File: config.mk
export PLATFORM = sky130hd
export DESIGN_NAME = exec_stage
export DESIGN_NICKNAME = d
export VERILOG_FILES = /design/src/design/rv_exec_pkg.sv /design/src/design/branch_unit.sv /design/src/design/exec_decode.sv /design/src/design/exec_stage.sv /design/src/design/exec_writeback.sv /design/src/design/int_alu.sv
export SDC_FILE = /design/constraint.sdc
export NUM_CORES = 2
export LEC_CHECK = 0
export ABC_AREA = 1
export BUFFER_PORTS_ARGS = -buffer_cell sky130_fd_sc_hd__buf_2
export CORE_MARGIN = 2
export CORE_UTILIZATION = 25
export CTS_CLUSTER_DIAMETER = 30
export CTS_CLUSTER_SIZE = 28
export DETAILED_ROUTE_END_ITERATION = 8
export GPL_TIMING_DRIVEN = 0
export SLEW_MARGIN = 10
export SYNTH_ARGS = -nofsm -noshare
export SYNTH_HDL_FRONTEND = slang
export SYNTH_SLANG_ARGS = --single-unit
File: constraint.sdc
create_clock -name clk -period 0.8 [get_ports clk]
set_input_delay 0 -clock clk [delete_from_list [all_inputs] [get_ports clk]]
set_output_delay 0 -clock clk [all_outputs]
set_load 0.05 [all_outputs]
File: src/design/rv_exec_pkg.sv
`default_nettype none

package rv_exec_pkg;

    localparam int XLEN = 64;

    // key is {funct3, opcode}.
    localparam logic [9:0] OPC_ADDI        = 10'h013;
    localparam logic [9:0] OPC_SLTI        = 10'h113;
    localparam logic [9:0] OPC_SLTIU       = 10'h193;
    localparam logic [9:0] OPC_XORI        = 10'h213;
    localparam logic [9:0] OPC_ORI         = 10'h313;
    localparam logic [9:0] OPC_ANDI        = 10'h393;
    localparam logic [9:0] OPC_SLLI        = 10'h093;
    localparam logic [9:0] OPC_SRLI_SRAI   = 10'h293;
    localparam logic [9:0] OPC_ADDIW       = 10'h01b;
    localparam logic [9:0] OPC_SLLIW       = 10'h09b;
    localparam logic [9:0] OPC_SRLIW_SRAIW = 10'h29b;

    localparam logic [9:0] OPC_ADD_SUB     = 10'h033;
    localparam logic [9:0] OPC_SLL         = 10'h0b3;
    localparam logic [9:0] OPC_SLT         = 10'h133;
    localparam logic [9:0] OPC_SLTU        = 10'h1b3;
    localparam logic [9:0] OPC_XOR         = 10'h233;
    localparam logic [9:0] OPC_SRL_SRA     = 10'h2b3;
    localparam logic [9:0] OPC_OR          = 10'h333;
    localparam logic [9:0] OPC_AND         = 10'h3b3;
    localparam logic [9:0] OPC_ADDW_SUBW   = 10'h03b;
    localparam logic [9:0] OPC_SLLW        = 10'h0bb;
    localparam logic [9:0] OPC_SRLW_SRAW   = 10'h2bb;

    // funct3 is not part of these keys.
    localparam logic [6:0] OPC_LUI         = 7'h37;
    localparam logic [6:0] OPC_AUIPC       = 7'h17;
    localparam logic [6:0] OPC_JAL         = 7'h6f;
    localparam logic [9:0] OPC_JALR        = 10'h067;

    localparam logic [9:0] OPC_BEQ         = 10'h063;
    localparam logic [9:0] OPC_BNE         = 10'h0e3;
    localparam logic [9:0] OPC_BLT         = 10'h263;
    localparam logic [9:0] OPC_BGE         = 10'h2e3;
    localparam logic [9:0] OPC_BLTU        = 10'h363;
    localparam logic [9:0] OPC_BGEU        = 10'h3e3;

    localparam logic [9:0] OPC_LB          = 10'h003;
    localparam logic [9:0] OPC_LH          = 10'h083;
    localparam logic [9:0] OPC_LW          = 10'h103;
    localparam logic [9:0] OPC_LD          = 10'h183;
    localparam logic [9:0] OPC_LBU         = 10'h203;
    localparam logic [9:0] OPC_LHU         = 10'h283;
    localparam logic [9:0] OPC_LWU         = 10'h303;
    localparam logic [9:0] OPC_SB          = 10'h023;
    localparam logic [9:0] OPC_SH          = 10'h0a3;
    localparam logic [9:0] OPC_SW          = 10'h123;
    localparam logic [9:0] OPC_SD          = 10'h1a3;

    typedef enum logic [3:0] {
        ALU_ADD, ALU_SUB, ALU_SLL, ALU_SLT, ALU_SLTU, ALU_XOR,
        ALU_SRL, ALU_SRA, ALU_OR, ALU_AND, ALU_PASS_B
    } alu_op_e;

    typedef enum logic [2:0] {
        BR_EQ, BR_NE, BR_LT, BR_GE, BR_LTU, BR_GEU, BR_ALWAYS, BR_NONE
    } br_cond_e;

    typedef enum logic [1:0] {
        RES_ALU, RES_LINK, RES_AGEN, RES_NONE
    } res_src_e;

endpackage

`default_nettype wire

File: src/design/branch_unit.sv
`default_nettype none

module branch_unit (
    input  rv_exec_pkg::br_cond_e          i_cond,
    input  logic                           i_is_jalr,
    input  logic [rv_exec_pkg::XLEN-1:0]   i_rs1_value,
    input  logic [rv_exec_pkg::XLEN-1:0]   i_rs2_value,
    input  logic [31:0]                    i_pc,
    input  logic [11:0]                    i_imm12,
    input  logic [19:0]                    i_uimm,
    output logic                           o_taken,
    output logic [rv_exec_pkg::XLEN-1:0]   o_target,
    output logic [rv_exec_pkg::XLEN-1:0]   o_link_value
);

    logic [rv_exec_pkg::XLEN-1:0] pc64;
    logic [rv_exec_pkg::XLEN-1:0] jalr_sum;

    assign pc64         = {32'h0, i_pc};
    assign o_link_value = pc64 + 64'd4; // also the fall-through pc.
    assign jalr_sum     = i_rs1_value + {{52{i_imm12[11]}}, i_imm12};

    always_comb begin
        case (i_cond)
            rv_exec_pkg::BR_EQ:     o_taken = (i_rs1_value == i_rs2_value);
            rv_exec_pkg::BR_NE:     o_taken = (i_rs1_value != i_rs2_value);
            rv_exec_pkg::BR_LT:     o_taken = ($signed(i_rs1_value) < $signed(i_rs2_value));
            rv_exec_pkg::BR_GE:     o_taken = ($signed(i_rs1_value) >= $signed(i_rs2_value));
            rv_exec_pkg::BR_LTU:    o_taken = (i_rs1_value < i_rs2_value);
            rv_exec_pkg::BR_GEU:    o_taken = (i_rs1_value >= i_rs2_value);
            rv_exec_pkg::BR_ALWAYS: o_taken = 1'b1;
            default:                o_taken = 1'b0;
        endcase
    end

    always_comb begin
        if (i_is_jalr) begin
            o_target = {jalr_sum[63:1], 1'b0};
        end else if (i_cond == rv_exec_pkg::BR_ALWAYS) begin
            o_target = pc64 + {{43{i_uimm[19]}}, i_uimm, 1'b0}; // jal.
        end else begin
            o_target = pc64 + {{51{i_imm12[11]}}, i_imm12, 1'b0};
        end
    end

    always_comb begin
        assert final (!i_is_jalr || !o_target[0])
            else $error("jalr target is odd");
    end

endmodule

`default_nettype wire

File: src/design/exec_decode.sv
`default_nettype none

module exec_decode (
    input  logic                  i_valid,
    input  logic [9:0]            i_opcode,
    input  logic [6:0]            i_funct7,
    output rv_exec_pkg::alu_op_e  o_alu_op,
    output logic                  o_alu_b_is_imm,
    output logic                  o_alu_a_is_pc,
    output logic                  o_alu_upper_imm,
    output logic                  o_alu_word,
    output rv_exec_pkg::br_cond_e o_br_cond,
    output rv_exec_pkg::res_src_e o_res_src,
    output logic                  o_illegal
);

    logic bad;

    always_comb begin
        o_alu_op        = rv_exec_pkg::ALU_ADD;
        o_alu_b_is_imm  = 1'b0;
        o_alu_a_is_pc   = 1'b0;
        o_alu_upper_imm = 1'b0;
        o_alu_word      = 1'b0;
        o_br_cond       = rv_exec_pkg::BR_NONE;
        o_res_src       = rv_exec_pkg::RES_ALU;
        bad             = 1'b0;
        casez (i_opcode)
            rv_exec_pkg::OPC_ADDI:  o_alu_b_is_imm = 1'b1;
            rv_exec_pkg::OPC_SLTI: begin
                o_alu_b_is_imm = 1'b1;
                o_alu_op       = rv_exec_pkg::ALU_SLT;
            end
            rv_exec_pkg::OPC_SLTIU: begin
                o_alu_b_is_imm = 1'b1;
                o_alu_op       = rv_exec_pkg::ALU_SLTU;
            end
            rv_exec_pkg::OPC_XORI: begin
                o_alu_b_is_imm = 1'b1;
                o_alu_op       = rv_exec_pkg::ALU_XOR;
            end
            rv_exec_pkg::OPC_ORI: begin
                o_alu_b_is_imm = 1'b1;
                o_alu_op       = rv_exec_pkg::ALU_OR;
            end
            rv_exec_pkg::OPC_ANDI: begin
                o_alu_b_is_imm = 1'b1;
                o_alu_op       = rv_exec_pkg::ALU_AND;
            end
            rv_exec_pkg::OPC_SLLI: begin
                o_alu_b_is_imm = 1'b1;
                o_alu_op       = rv_exec_pkg::ALU_SLL;
                bad            = (i_funct7[6:1] != 6'b000000); // bit 25 is shamt[5].
            end
            rv_exec_pkg::OPC_SRLI_SRAI: begin
                o_alu_b_is_imm = 1'b1;
                case (i_funct7[6:1])
                    6'b000000: o_alu_op = rv_exec_pkg::ALU_SRL;
                    6'b010000: o_alu_op = rv_exec_pkg::ALU_SRA;
                    default:   bad = 1'b1;
                endcase
            end
            rv_exec_pkg::OPC_ADDIW: begin
                o_alu_b_is_imm = 1'b1;
                o_alu_word     = 1'b1;
            end
            rv_exec_pkg::OPC_SLLIW: begin
                o_alu_b_is_imm = 1'b1;
                o_alu_word     = 1'b1;
                o_alu_op       = rv_exec_pkg::ALU_SLL;
                bad            = (i_funct7 != 7'b0000000);
            end
            rv_exec_pkg::OPC_SRLIW_SRAIW,
            rv_exec_pkg::OPC_SRLW_SRAW,
            rv_exec_pkg::OPC_SRL_SRA: begin
                o_alu_b_is_imm = ~i_opcode[5];
                o_alu_word     = i_opcode[3];
                case (i_funct7)
                    7'b0000000: o_alu_op = rv_exec_pkg::ALU_SRL;
                    7'b0100000: o_alu_op = rv_exec_pkg::ALU_SRA;
                    default:    bad = 1'b1;
                endcase
            end
            rv_exec_pkg::OPC_ADD_SUB,
            rv_exec_pkg::OPC_ADDW_SUBW: begin
                o_alu_word = i_opcode[3];
                case (i_funct7)
                    7'b0000000: o_alu_op = rv_exec_pkg::ALU_ADD;
                    7'b0100000: o_alu_op = rv_exec_pkg::ALU_SUB;
                    default:    bad = 1'b1;
                endcase
            end
            rv_exec_pkg::OPC_SLL,
            rv_exec_pkg::OPC_SLLW: begin
                o_alu_word = i_opcode[3];
                o_alu_op   = rv_exec_pkg::ALU_SLL;
                bad        = (i_funct7 != 7'b0000000);
            end
            rv_exec_pkg::OPC_SLT,
            rv_exec_pkg::OPC_SLTU,
            rv_exec_pkg::OPC_XOR,
            rv_exec_pkg::OPC_OR,
            rv_exec_pkg::OPC_AND: begin
                case (i_opcode[9:7])
                    3'b010:  o_alu_op = rv_exec_pkg::ALU_SLT;
                    3'b011:  o_alu_op = rv_exec_pkg::ALU_SLTU;
                    3'b100:  o_alu_op = rv_exec_pkg::ALU_XOR;
                    3'b110:  o_alu_op = rv_exec_pkg::ALU_OR;
                    default: o_alu_op = rv_exec_pkg::ALU_AND;
                endcase
                bad = (i_funct7 != 7'b0000000);
            end
            {3'b???, rv_exec_pkg::OPC_LUI}: begin
                o_alu_b_is_imm  = 1'b1;
                o_alu_upper_imm = 1'b1;
                o_alu_op        = rv_exec_pkg::ALU_PASS_B;
            end
            {3'b???, rv_exec_pkg::OPC_AUIPC}: begin
                o_alu_b_is_imm  = 1'b1;
                o_alu_upper_imm = 1'b1;
                o_alu_a_is_pc   = 1'b1;
            end
            {3'b???, rv_exec_pkg::OPC_JAL},
            rv_exec_pkg::OPC_JALR: begin
                o_br_cond = rv_exec_pkg::BR_ALWAYS;
                o_res_src = rv_exec_pkg::RES_LINK;
            end
            rv_exec_pkg::OPC_BEQ, rv_exec_pkg::OPC_BNE,
            rv_exec_pkg::OPC_BLT, rv_exec_pkg::OPC_BGE,
            rv_exec_pkg::OPC_BLTU, rv_exec_pkg::OPC_BGEU: begin
                o_br_cond = rv_exec_pkg::br_cond_e'(i_opcode[9:7] - 3'd2 * i_opcode[9]);
                o_res_src = rv_exec_pkg::RES_NONE; // next pc comes from the branch path.
            end
            rv_exec_pkg::OPC_LB, rv_exec_pkg::OPC_LH, rv_exec_pkg::OPC_LW,
            rv_exec_pkg::OPC_LD, rv_exec_pkg::OPC_LBU, rv_exec_pkg::OPC_LHU,
            rv_exec_pkg::OPC_LWU, rv_exec_pkg::OPC_SB, rv_exec_pkg::OPC_SH,
            rv_exec_pkg::OPC_SW, rv_exec_pkg::OPC_SD: begin
                o_alu_b_is_imm = 1'b1;
                o_res_src      = rv_exec_pkg::RES_AGEN;
            end
            default: bad = 1'b1;
        endcase
        if (bad) begin
            o_res_src = rv_exec_pkg::RES_NONE;
            o_br_cond = rv_exec_pkg::BR_NONE;
        end
        o_illegal = i_valid & bad;
    end

    always_comb begin
        assert final (!o_illegal || o_res_src == rv_exec_pkg::RES_NONE)
            else $error("illegal key selects a result");
        assert final (!i_valid || !$isunknown({o_alu_op, o_br_cond, o_res_src}))
            else $error("decode enums unknown");
    end

endmodule

`default_nettype wire

File: src/design/exec_stage.sv
`default_nettype none

module exec_stage (
    input  logic        clk,
    input  logic        i_arst_n,
    input  logic        i_valid,
    input  logic [9:0]  i_opcode,
    input  logic [11:0] i_imm12,
    input  logic [4:0]  i_rd,
    input  logic [19:0] i_uimm,
    input  logic [31:0] i_pc,
    input  logic [63:0] i_rs1_value,
    input  logic [63:0] i_rs2_value,
    output logic [63:0] o_result,
    output logic [4:0]  o_rd,
    output logic        o_wr_en,
    output logic        o_redirect,
    output logic [63:0] o_target_pc,
    output logic        o_agen_valid,
    output logic        o_illegal
);

    rv_exec_pkg::alu_op_e         alu_op;
    rv_exec_pkg::br_cond_e        br_cond;
    rv_exec_pkg::res_src_e        res_src;
    logic                         alu_b_is_imm;
    logic                         alu_a_is_pc;
    logic                         alu_upper_imm;
    logic                         alu_word;
    logic                         illegal;
    logic                         is_jalr;
    logic                         is_branch;
    logic                         br_taken;
    logic [rv_exec_pkg::XLEN-1:0] alu_a;
    logic [rv_exec_pkg::XLEN-1:0] alu_b;
    logic [rv_exec_pkg::XLEN-1:0] alu_result;
    logic [rv_exec_pkg::XLEN-1:0] br_target;
    logic [rv_exec_pkg::XLEN-1:0] link_value;

    assign alu_a = alu_a_is_pc ? {32'h0, i_pc} : i_rs1_value;
    assign alu_b = !alu_b_is_imm ? i_rs2_value :
                   alu_upper_imm ? {{32{i_uimm[19]}}, i_uimm, 12'h000} :
                                   {{52{i_imm12[11]}}, i_imm12};

    assign is_jalr   = (i_opcode == rv_exec_pkg::OPC_JALR);
    assign is_branch = (br_cond != rv_exec_pkg::BR_NONE) && (br_cond != rv_exec_pkg::BR_ALWAYS);

    exec_decode decode_i (
        .i_valid         (i_valid),
        .i_opcode        (i_opcode),
        .i_funct7        (i_imm12[11:5]),
        .o_alu_op        (alu_op),
        .o_alu_b_is_imm  (alu_b_is_imm),
        .o_alu_a_is_pc   (alu_a_is_pc),
        .o_alu_upper_imm (alu_upper_imm),
        .o_alu_word      (alu_word),
        .o_br_cond       (br_cond),
        .o_res_src       (res_src),
        .o_illegal       (illegal)
    );

    int_alu alu_i (
        .i_op     (alu_op),
        .i_word   (alu_word),
        .i_a      (alu_a),
        .i_b      (alu_b),
        .o_result (alu_result)
    );

    branch_unit branch_i (
        .i_cond       (br_cond),
        .i_is_jalr    (is_jalr),
        .i_rs1_value  (i_rs1_value),
        .i_rs2_value  (i_rs2_value),
        .i_pc         (i_pc),
        .i_imm12      (i_imm12),
        .i_uimm       (i_uimm),
        .o_taken      (br_taken),
        .o_target     (br_target),
        .o_link_value (link_value)
    );

    exec_writeback writeback_i (
        .clk          (clk),
        .i_arst_n     (i_arst_n),
        .i_valid      (i_valid),
        .i_illegal    (illegal),
        .i_res_src    (res_src),
        .i_rd         (i_rd),
        .i_alu_result (alu_result),
        .i_link_value (link_value),
        .i_target     (br_target),
        .i_taken      (br_taken),
        .i_is_branch  (is_branch),
        .o_result     (o_result),
        .o_rd         (o_rd),
        .o_wr_en      (o_wr_en),
        .o_redirect   (o_redirect),
        .o_agen_valid (o_agen_valid),
        .o_illegal    (o_illegal),
        .o_target_pc  (o_target_pc)
    );

endmodule

`default_nettype wire

File: src/design/exec_writeback.sv
`default_nettype none

module exec_writeback (
    input  logic                           clk,
    input  logic                           i_arst_n,
    input  logic                           i_valid,
    input  logic                           i_illegal,
    input  rv_exec_pkg::res_src_e          i_res_src,
    input  logic [4:0]                     i_rd,
    input  logic [rv_exec_pkg::XLEN-1:0]   i_alu_result,
    input  logic [rv_exec_pkg::XLEN-1:0]   i_link_value,
    input  logic [rv_exec_pkg::XLEN-1:0]   i_target,
    input  logic                           i_taken,
    input  logic                           i_is_branch,
    output logic [rv_exec_pkg::XLEN-1:0]   o_result,
    output logic [4:0]                     o_rd,
    output logic                           o_wr_en,
    output logic                           o_redirect,
    output logic                           o_agen_valid,
    output logic                           o_illegal,
    output logic [rv_exec_pkg::XLEN-1:0]   o_target_pc
);

    logic [rv_exec_pkg::XLEN-1:0] result_d;
    logic                         writes;

    always_comb begin
        if (i_is_branch) begin
            result_d = i_taken ? i_target : i_link_value; // next pc.
        end else begin
            case (i_res_src)
                rv_exec_pkg::RES_LINK: result_d = i_link_value;
                rv_exec_pkg::RES_NONE: result_d = '0;
                default:               result_d = i_alu_result; // alu or address.
            endcase
        end
    end

    assign writes = (i_res_src == rv_exec_pkg::RES_ALU) || (i_res_src == rv_exec_pkg::RES_LINK);

    always_ff @(posedge clk or negedge i_arst_n) begin
        if (!i_arst_n) begin
            o_result     <= '0;
            o_rd         <= '0;
            o_wr_en      <= 1'b0;
            o_redirect   <= 1'b0;
            o_agen_valid <= 1'b0;
            o_illegal    <= 1'b0;
            o_target_pc  <= '0;
        end else begin
            o_result     <= result_d;
            o_rd         <= i_rd;
            o_wr_en      <= i_valid & ~i_illegal & writes & (i_rd != 5'd0);
            o_redirect   <= i_valid & i_taken;
            o_agen_valid <= i_valid & ~i_illegal & (i_res_src == rv_exec_pkg::RES_AGEN);
            o_illegal    <= i_valid & i_illegal;
            o_target_pc  <= i_target;
        end
    end

    assert property (@(posedge clk) disable iff (!i_arst_n)
        $onehot0({o_wr_en, o_agen_valid, o_illegal}))
        else $error("write, agen and illegal overlap");

endmodule

`default_nettype wire

File: src/design/int_alu.sv
`default_nettype none

module int_alu (
    input  rv_exec_pkg::alu_op_e           i_op,
    input  logic                           i_word,
    input  logic [rv_exec_pkg::XLEN-1:0]   i_a,
    input  logic [rv_exec_pkg::XLEN-1:0]   i_b,
    output logic [rv_exec_pkg::XLEN-1:0]   o_result
);

    logic [5:0]                   shamt;
    logic [rv_exec_pkg::XLEN-1:0] a_srl;
    logic [rv_exec_pkg::XLEN-1:0] a_sra;
    logic [rv_exec_pkg::XLEN-1:0] raw;

    // word shifts see only the low half of a, extended to suit the shift.
    assign shamt = i_word ? {1'b0, i_b[4:0]} : i_b[5:0];
    assign a_srl = i_word ? {32'h0, i_a[31:0]} : i_a;
    assign a_sra = i_word ? {{32{i_a[31]}}, i_a[31:0]} : i_a;

    always_comb begin
        case (i_op)
            rv_exec_pkg::ALU_ADD:    raw = i_a + i_b;
            rv_exec_pkg::ALU_SUB:    raw = i_a - i_b;
            rv_exec_pkg::ALU_SLL:    raw = i_a << shamt;
            rv_exec_pkg::ALU_SLT:    raw = {63'h0, $signed(i_a) < $signed(i_b)};
            rv_exec_pkg::ALU_SLTU:   raw = {63'h0, i_a < i_b};
            rv_exec_pkg::ALU_XOR:    raw = i_a ^ i_b;
            rv_exec_pkg::ALU_SRL:    raw = a_srl >> shamt;
            rv_exec_pkg::ALU_SRA:    raw = $unsigned($signed(a_sra) >>> shamt);
            rv_exec_pkg::ALU_OR:     raw = i_a | i_b;
            rv_exec_pkg::ALU_AND:    raw = i_a & i_b;
            default:                 raw = i_b; // pass b for lui.
        endcase
    end

    assign o_result = i_word ? {{32{raw[31]}}, raw[31:0]} : raw;

    always_comb begin
        assert final (!i_word || o_result[63:32] == {32{o_result[31]}})
            else $error("word result not sign extended");
    end

endmodule

`default_nettype wire

==> Word level (Yosys, flattened, before mapping) <==
Cells that the tools add are included.
{ "op_classes": {"n_addsub": 7, "n_lt_le_gt_ge": 6, "eq_ne": 71, "shifts": 3, "muxes": 30, "bitwise_logic": 12, "n_reduce_logical": 26} }
{ "ops": {"columns": ["op", "n"], "rows": [
  ["$mux W64", 10],
  ["$pmux W64 S10", 1],
  ["$lt A64 B64 Y1", 4],
  ["$eq A10 B10 Y1 const B", 17],
  ["$add A64 B64 Y64", 2],
  ["$ge A64 B64 Y1", 2],
  ["$pmux W64 S2", 1],
  ["$eq A10 B9 Y1 const B", 8],
  ["$eq A10 B8 Y1 const B", 7],
  ["$and A64 B64 Y64", 1],
  ["$eq A64 B64 Y1", 1],
  ["$ne A64 B64 Y1", 1],
  ["$or A64 B64 Y64", 1],
  ["$shl A64 B6 Y64", 1],
  ["$shr A64 B6 Y64", 1],
  ["$sshr A64 B6 Y64", 1],
  ["$sub A64 B64 Y64", 1],
  ["$xor A64 B64 Y64", 1],
  ["$pmux W4 S11", 1],
  ["$add A33 B13 Y34", 1],
  ["$add A33 B21 Y34", 1],
  ["$add A32 B3 Y33 const B", 1],
  ["$eq A10 B6 Y1 const B", 3],
  ["$reduce_or A28 Y1", 1],
  ["other kinds (49)", 86]
]} }
{ "word_totals": {"ff_bits": 137, "output_inout_bits": 137} }

==> Depth between registers and ports, before layout <==
{ "depth": {"depth_word": 11, "depth_mapped": 42, "ltp_nobuf": 39} }

==> By module <==
A second synthesis with hierarchy kept.
{ "unflattened": {"hier_cells": 8875, "area_unflattened_um2": 45107.0} }
{ "by_module_without_submodules": {"columns": ["module", "n_inst", "cells_per_inst", "area_per_inst_um2", "seq_area_each_um2"], "rows": [
  ["int_alu", 1, 5600, 26302.7, 0.0],
  ["branch_unit", 1, 1896, 10202.3, 0.0],
  ["exec_writeback", 1, 839, 6226.0, 3428.3],
  ["exec_stage", 1, 364, 1527.7, 0.0],
  ["exec_decode", 1, 176, 848.3, 0.0]
]} }

==> Worst setup path before layout <==
No wires, ideal clock.
{ "synth_path": {"kind": "input port to flip-flop", "start": "in i_opcode[8]", "end": "reg writeback_i.o_result[44] (netlist bit)", "setup_ps": 121, "arrival_time_ps": 4591, "required_time_ps": 679, "slack_ps": -3912, "stages": 38, "path_buffers": 6, "cell_sequence": "inv_1 -> ha_1 -> clkbuf_1 -> nand3_1 -> nand2_1 -> nor2_1 -> nand2_2 -> nor2_8 -> nand2_8 -> buf_2 -> o21ai_2 -> inv_2 -> buf_2 -> buf_2 -> buf_2 -> ha_1 -> buf_2 -> inv_1 -> [... 2 more ...] -> o21ai_0 -> nor2_1 -> o21ai_0 -> a21o_1 -> nand2_1 -> o211ai_1 -> a21oi_1 -> or2_2 -> nand2_1 -> nand2_1 -> nand2_1 -> nor2_1 -> nor2_1 -> nand2_1 -> o21ai_1 -> nand2_1 -> nand2_1 -> nand2_1"} }
{ "synth_between": {"elab_chain_cells": 10, "word_cells_on_any_way": 109, "classes_between": "add/sub: 3; eq/ne: 63; shift: 3; mux: 21; bitwise: 3; reduce/logical: 16"} }
{ "synth_lines": {"columns": ["item", "line_no", "source"], "rows": [
  ["from (decl)", "exec_stage.sv:7", "input logic [9:0] i_opcode,"],
  ["branches (longest 9 deep; another with $sub A64 B64 Y64)", null, null],
  ["$mux W64 *", "exec_writeback.sv:28", "if (i_is_branch) begin"],
  ["via writeback_i.result_d, one bit", "exec_writeback.sv:24", "logic [rv_exec_pkg::XLEN-1:0] result_d;"],
  ["to (signal assigned)", "exec_writeback.sv:51", "o_result <= result_d;"],
  ["to (decl)", "exec_writeback.sv:15", "output logic [rv_exec_pkg::XLEN-1:0] o_result,"]
]} }
Mark *: on every way through the listed nets, which the timed path passes.

==> Final worst setup path <==
{ "layout_path": {"start": "in i_opcode[7]", "end": "reg writeback_i.o_result[62] (netlist bit)"} }
The elaborated chain is that of the path after synthesis.

==> summary.md <==
| Metric | Value |
|---|---|
| Status | complete, but fails checks |
| Failing checks | negative hold slack, max-capacitance violations, max-slew violations, negative setup slack |
| Final ANT Viol Nets | 0 |
| Slowest-stage cell, CP | o211ai_1 |
| Period utilization | 637.8% |
| Fillers | 18240 |
| Max clock buf depth | 2 |
| Hold Vio Cnt, Final | 141 |
| Post-Synthesis Cells | 7474 |
| Reg area | 3428 sq um |
| PD cells | 1361 nW/um^2 |
| Slowest Stage Delay on Critical Path | 1.02 ns |
| First-pass GRT wire length | 528500 microns |
| Req. time, crit path | 1.21 ns |
| Cell taking the most area after synthesis | nand2_1 |
| # hold bufs at CTS | 14 |
| Crit end category | register |
| Multi-input logic area | 35970 sq um |
| Residual DRC count | 0 |
| RSZ-0062 raised after global routing | true |
| CTS clk-pin slew, worst paths | 0.07 ns |
| Share of synthesized registers carrying an async set or reset | 100.0% |
| Total track usage | 48.47% |
| Synthesis-stage register bit count | 137 |
| GPL Wtd Cong | 1.097 |
| Register area share after synthesis | 8.599% |
| Syn Area/Cell | 5.334 sq um |
| Post-synth EDFFs | 0 |
| CP Max Fanout | 10 |
| Critical Path AT | 5.51 ns |
| CP top delay family | simple AND/OR/NAND/NOR gates |
| Leakage power figure | 25.90 nW |
| Startpoint types | input port |
| Layout net count | 8669 |
| Area Overhead vs Synth | 32.71% |
| Dominant cells by area after synthesis | nand2_1, nand3_1, ha_1 |
| Most common cell in the synthesized netlist | nand2_1 |
| Critical path buffers and inverters | 8 |
| Clock Sinks | 137 |
| Slew headroom | -0.8352% |
| Max_cap viols | 1 |
| Routed wire per std cell | 40.39 microns |
| Initial DRC count | 9670 |
| DR vias/cell | 6.171 |
| Final worst slack | -4.303 ns |
| Total CTS buffers | 17 |
| Cell area after synthesis | 39870 sq um |
| I/O pin total | 347 |
| Core area | 158400 sq um |
| Worst slew pin tran | 1.513 ns |
| Non-Filler Instances | 10190 |
| Worst hold path type | in2async |
| DRT Wirelength | 411600 microns |
| Pin count of the biggest net entering global routing | 88 |
| Via count | 62890 |
| Pins Over Slew Limit | 11 |
| Hold_ws | -0.6695 ns |
| Vias in the first global route | 57230 |
| Fraction of layout cells with a size suffix above 1 | 21.81% |
| Peak VDD IR | 2.403 mV |
| Commonest cells in the netlist | nand2_1, nand3_1, inv_1 |
| Final min period | 5.103 ns |
| Synth Flop Type | dfrtp_1 |
| Library cells used by synthesis | 61 |
| Synth top area share | 19.31% |
| CTS tree | yes |
| Max frequency | 0.1960 GHz |
| Final HPWL DP | 346300 microns |
| Post-layout util | 33.40% |
| Initial Util | 25.17% |
| Crit Path Category | in2reg |
| Root Buffer | clkbuf_16 |
| Total congestion overflow | 0 |
| YS warnings | 0 |
| Row count | 146 |
| Final setup violation count | 269 |
| I/O Buffers | 346 |
| DIE WIDTH | 403.3 microns |
| DIE AREA | 162700 sq um |
| Total power | 72.03 mW |
| DRT Pass-1 Iters | 9 |
| Post-Synthesis Net Count | 8054 |
| # H-tree levels | 4 |
| Placed cells | 9896 |
| Initial antenna violation count | 37 |
| Die height | 403.3 microns |
[metal layers]
metal | track usage [%] | wire (microns) | vias up
li1 | - | - | 26210
met1 | 64.44 | 173500 | 30950
met2 | 64.33 | 153000 | 4773
met3 | 20.59 | 56040 | 943
met4 | 26.95 | 28640 | 16
met5 | 2.468 | 359 | -
[where the power goes]
part	internal [mW]	leakage (nW)	total, mW	switching [mW]
clock network	4.38	0.280	8.81	4.44
logic	14.1	23.9	55.4	41.3
registers	7.61	1.73	7.86	0.249
total	26.0	25.9	72.0	46.0
[logic make-up after synthesis]
logic type / after synthesis / synth area share [%]
multiplexers: 2 / 0.05022
flip-flops: 137 / 8.599
adder cells (fa/ha/maj): 370 / 11.69
AND/OR/NAND/NOR: 4111 / 44.25
buffers and inverters: 1261 / 12.71
XOR/XNOR: 75 / 1.648
AO/OA/AOI/OAI: 1518 / 21.06
[how the worst max path moves through the flow]
stage	start	end	slack, ns	depth (start not counted)
5_1_grt	i_opcode[4]	writeback_i.o_result[60]$_DFF_PN0_	-4.23	37
2_1_floorplan	i_opcode[9]	writeback_i.o_result[44]$_DFF_PN0_	-3.38	38
3_5_place_dp	i_opcode[9]	writeback_i.o_result[30]$_DFF_PN0_	-8.07	35
3_3_place_gp	i_opcode[9]	writeback_i.o_result[30]$_DFF_PN0_	-8.12	35
6_report	i_opcode[7]	writeback_i.o_result[62]$_DFF_PN0_	-4.30	28
4_1_cts	i_opcode[0]	writeback_i.o_result[0]$_DFF_PN0_	-3.94	40
[through the flow]
stage	TNS (ns)	worst slack (ns)	cell area (sq um)	hold WS [ns]
after global placement	-1088.47	-8.118	44430	0.1228
final	-490.09	-4.303	52910	-0.6695
after floorplan	-384.07	-3.382	40110	-0.2956
after CTS	-470.85	-3.942	51850	-0.6768
after global routing	-507.36	-4.229	52870	-0.6426
after detailed placement	-769.88	-8.067	44520	-0.06753
[placed cells by master, fill, tap and decap left out, drive strengths merged, types with 8 or more instances in the layout]
cell and count:
nand2 2076, nand3 1158, inv 881, buf 811, o21ai 650, nor2 618, a21oi 546, ha 366
clkbuf 157, dfrtp 137, nand4 96, nor3 76, o211ai 66, xor2 59, a31oi 44, o21bai 40
o21a 38, o22ai 37, nor4 25, or2 21, nand3b 20, a21o 20, a211oi 18, diode 16
xnor2 16, dlygate4sd3 14, o221ai 13, clkinvlp 11, a221oi 11, and3 9, o2111ai 8, a21boi 8
clkdlybuf4s15 8
[final cells by class]
class                   count  share of cell area (%)
multi-input cells        6077                   67.99
repair buffers            637                   8.287
flip-flops and latches    137                   6.480
inverters                 883                   6.478
well taps                2072                   4.900
plain buffers             336                   4.690
clock buffers              17                  0.8041
clock inverters            15                  0.2933
diodes                     16                 0.07568
[flip-flops by register name, summed over array words and instances, names as in the netlist]
| register | cells |
|---|---|
| writeback_i.o_illegal | 1 |
| writeback_i.o_target_pc | 64 |
| writeback_i.o_agen_valid | 1 |
| writeback_i.o_wr_en | 1 |
| writeback_i.o_redirect | 1 |
| writeback_i.o_rd | 5 |
| writeback_i.o_result | 64 |
[repair_timing]
item,in CTS,in global routing
hold endpoints to repair,163,140
pin swaps,226,83
cloned,11,0
setup buffers,224,38
endpoints found under the setup margin,269,269
resized for setup,1296,206
No activity file was read; power rests on OpenSTA's default activity.
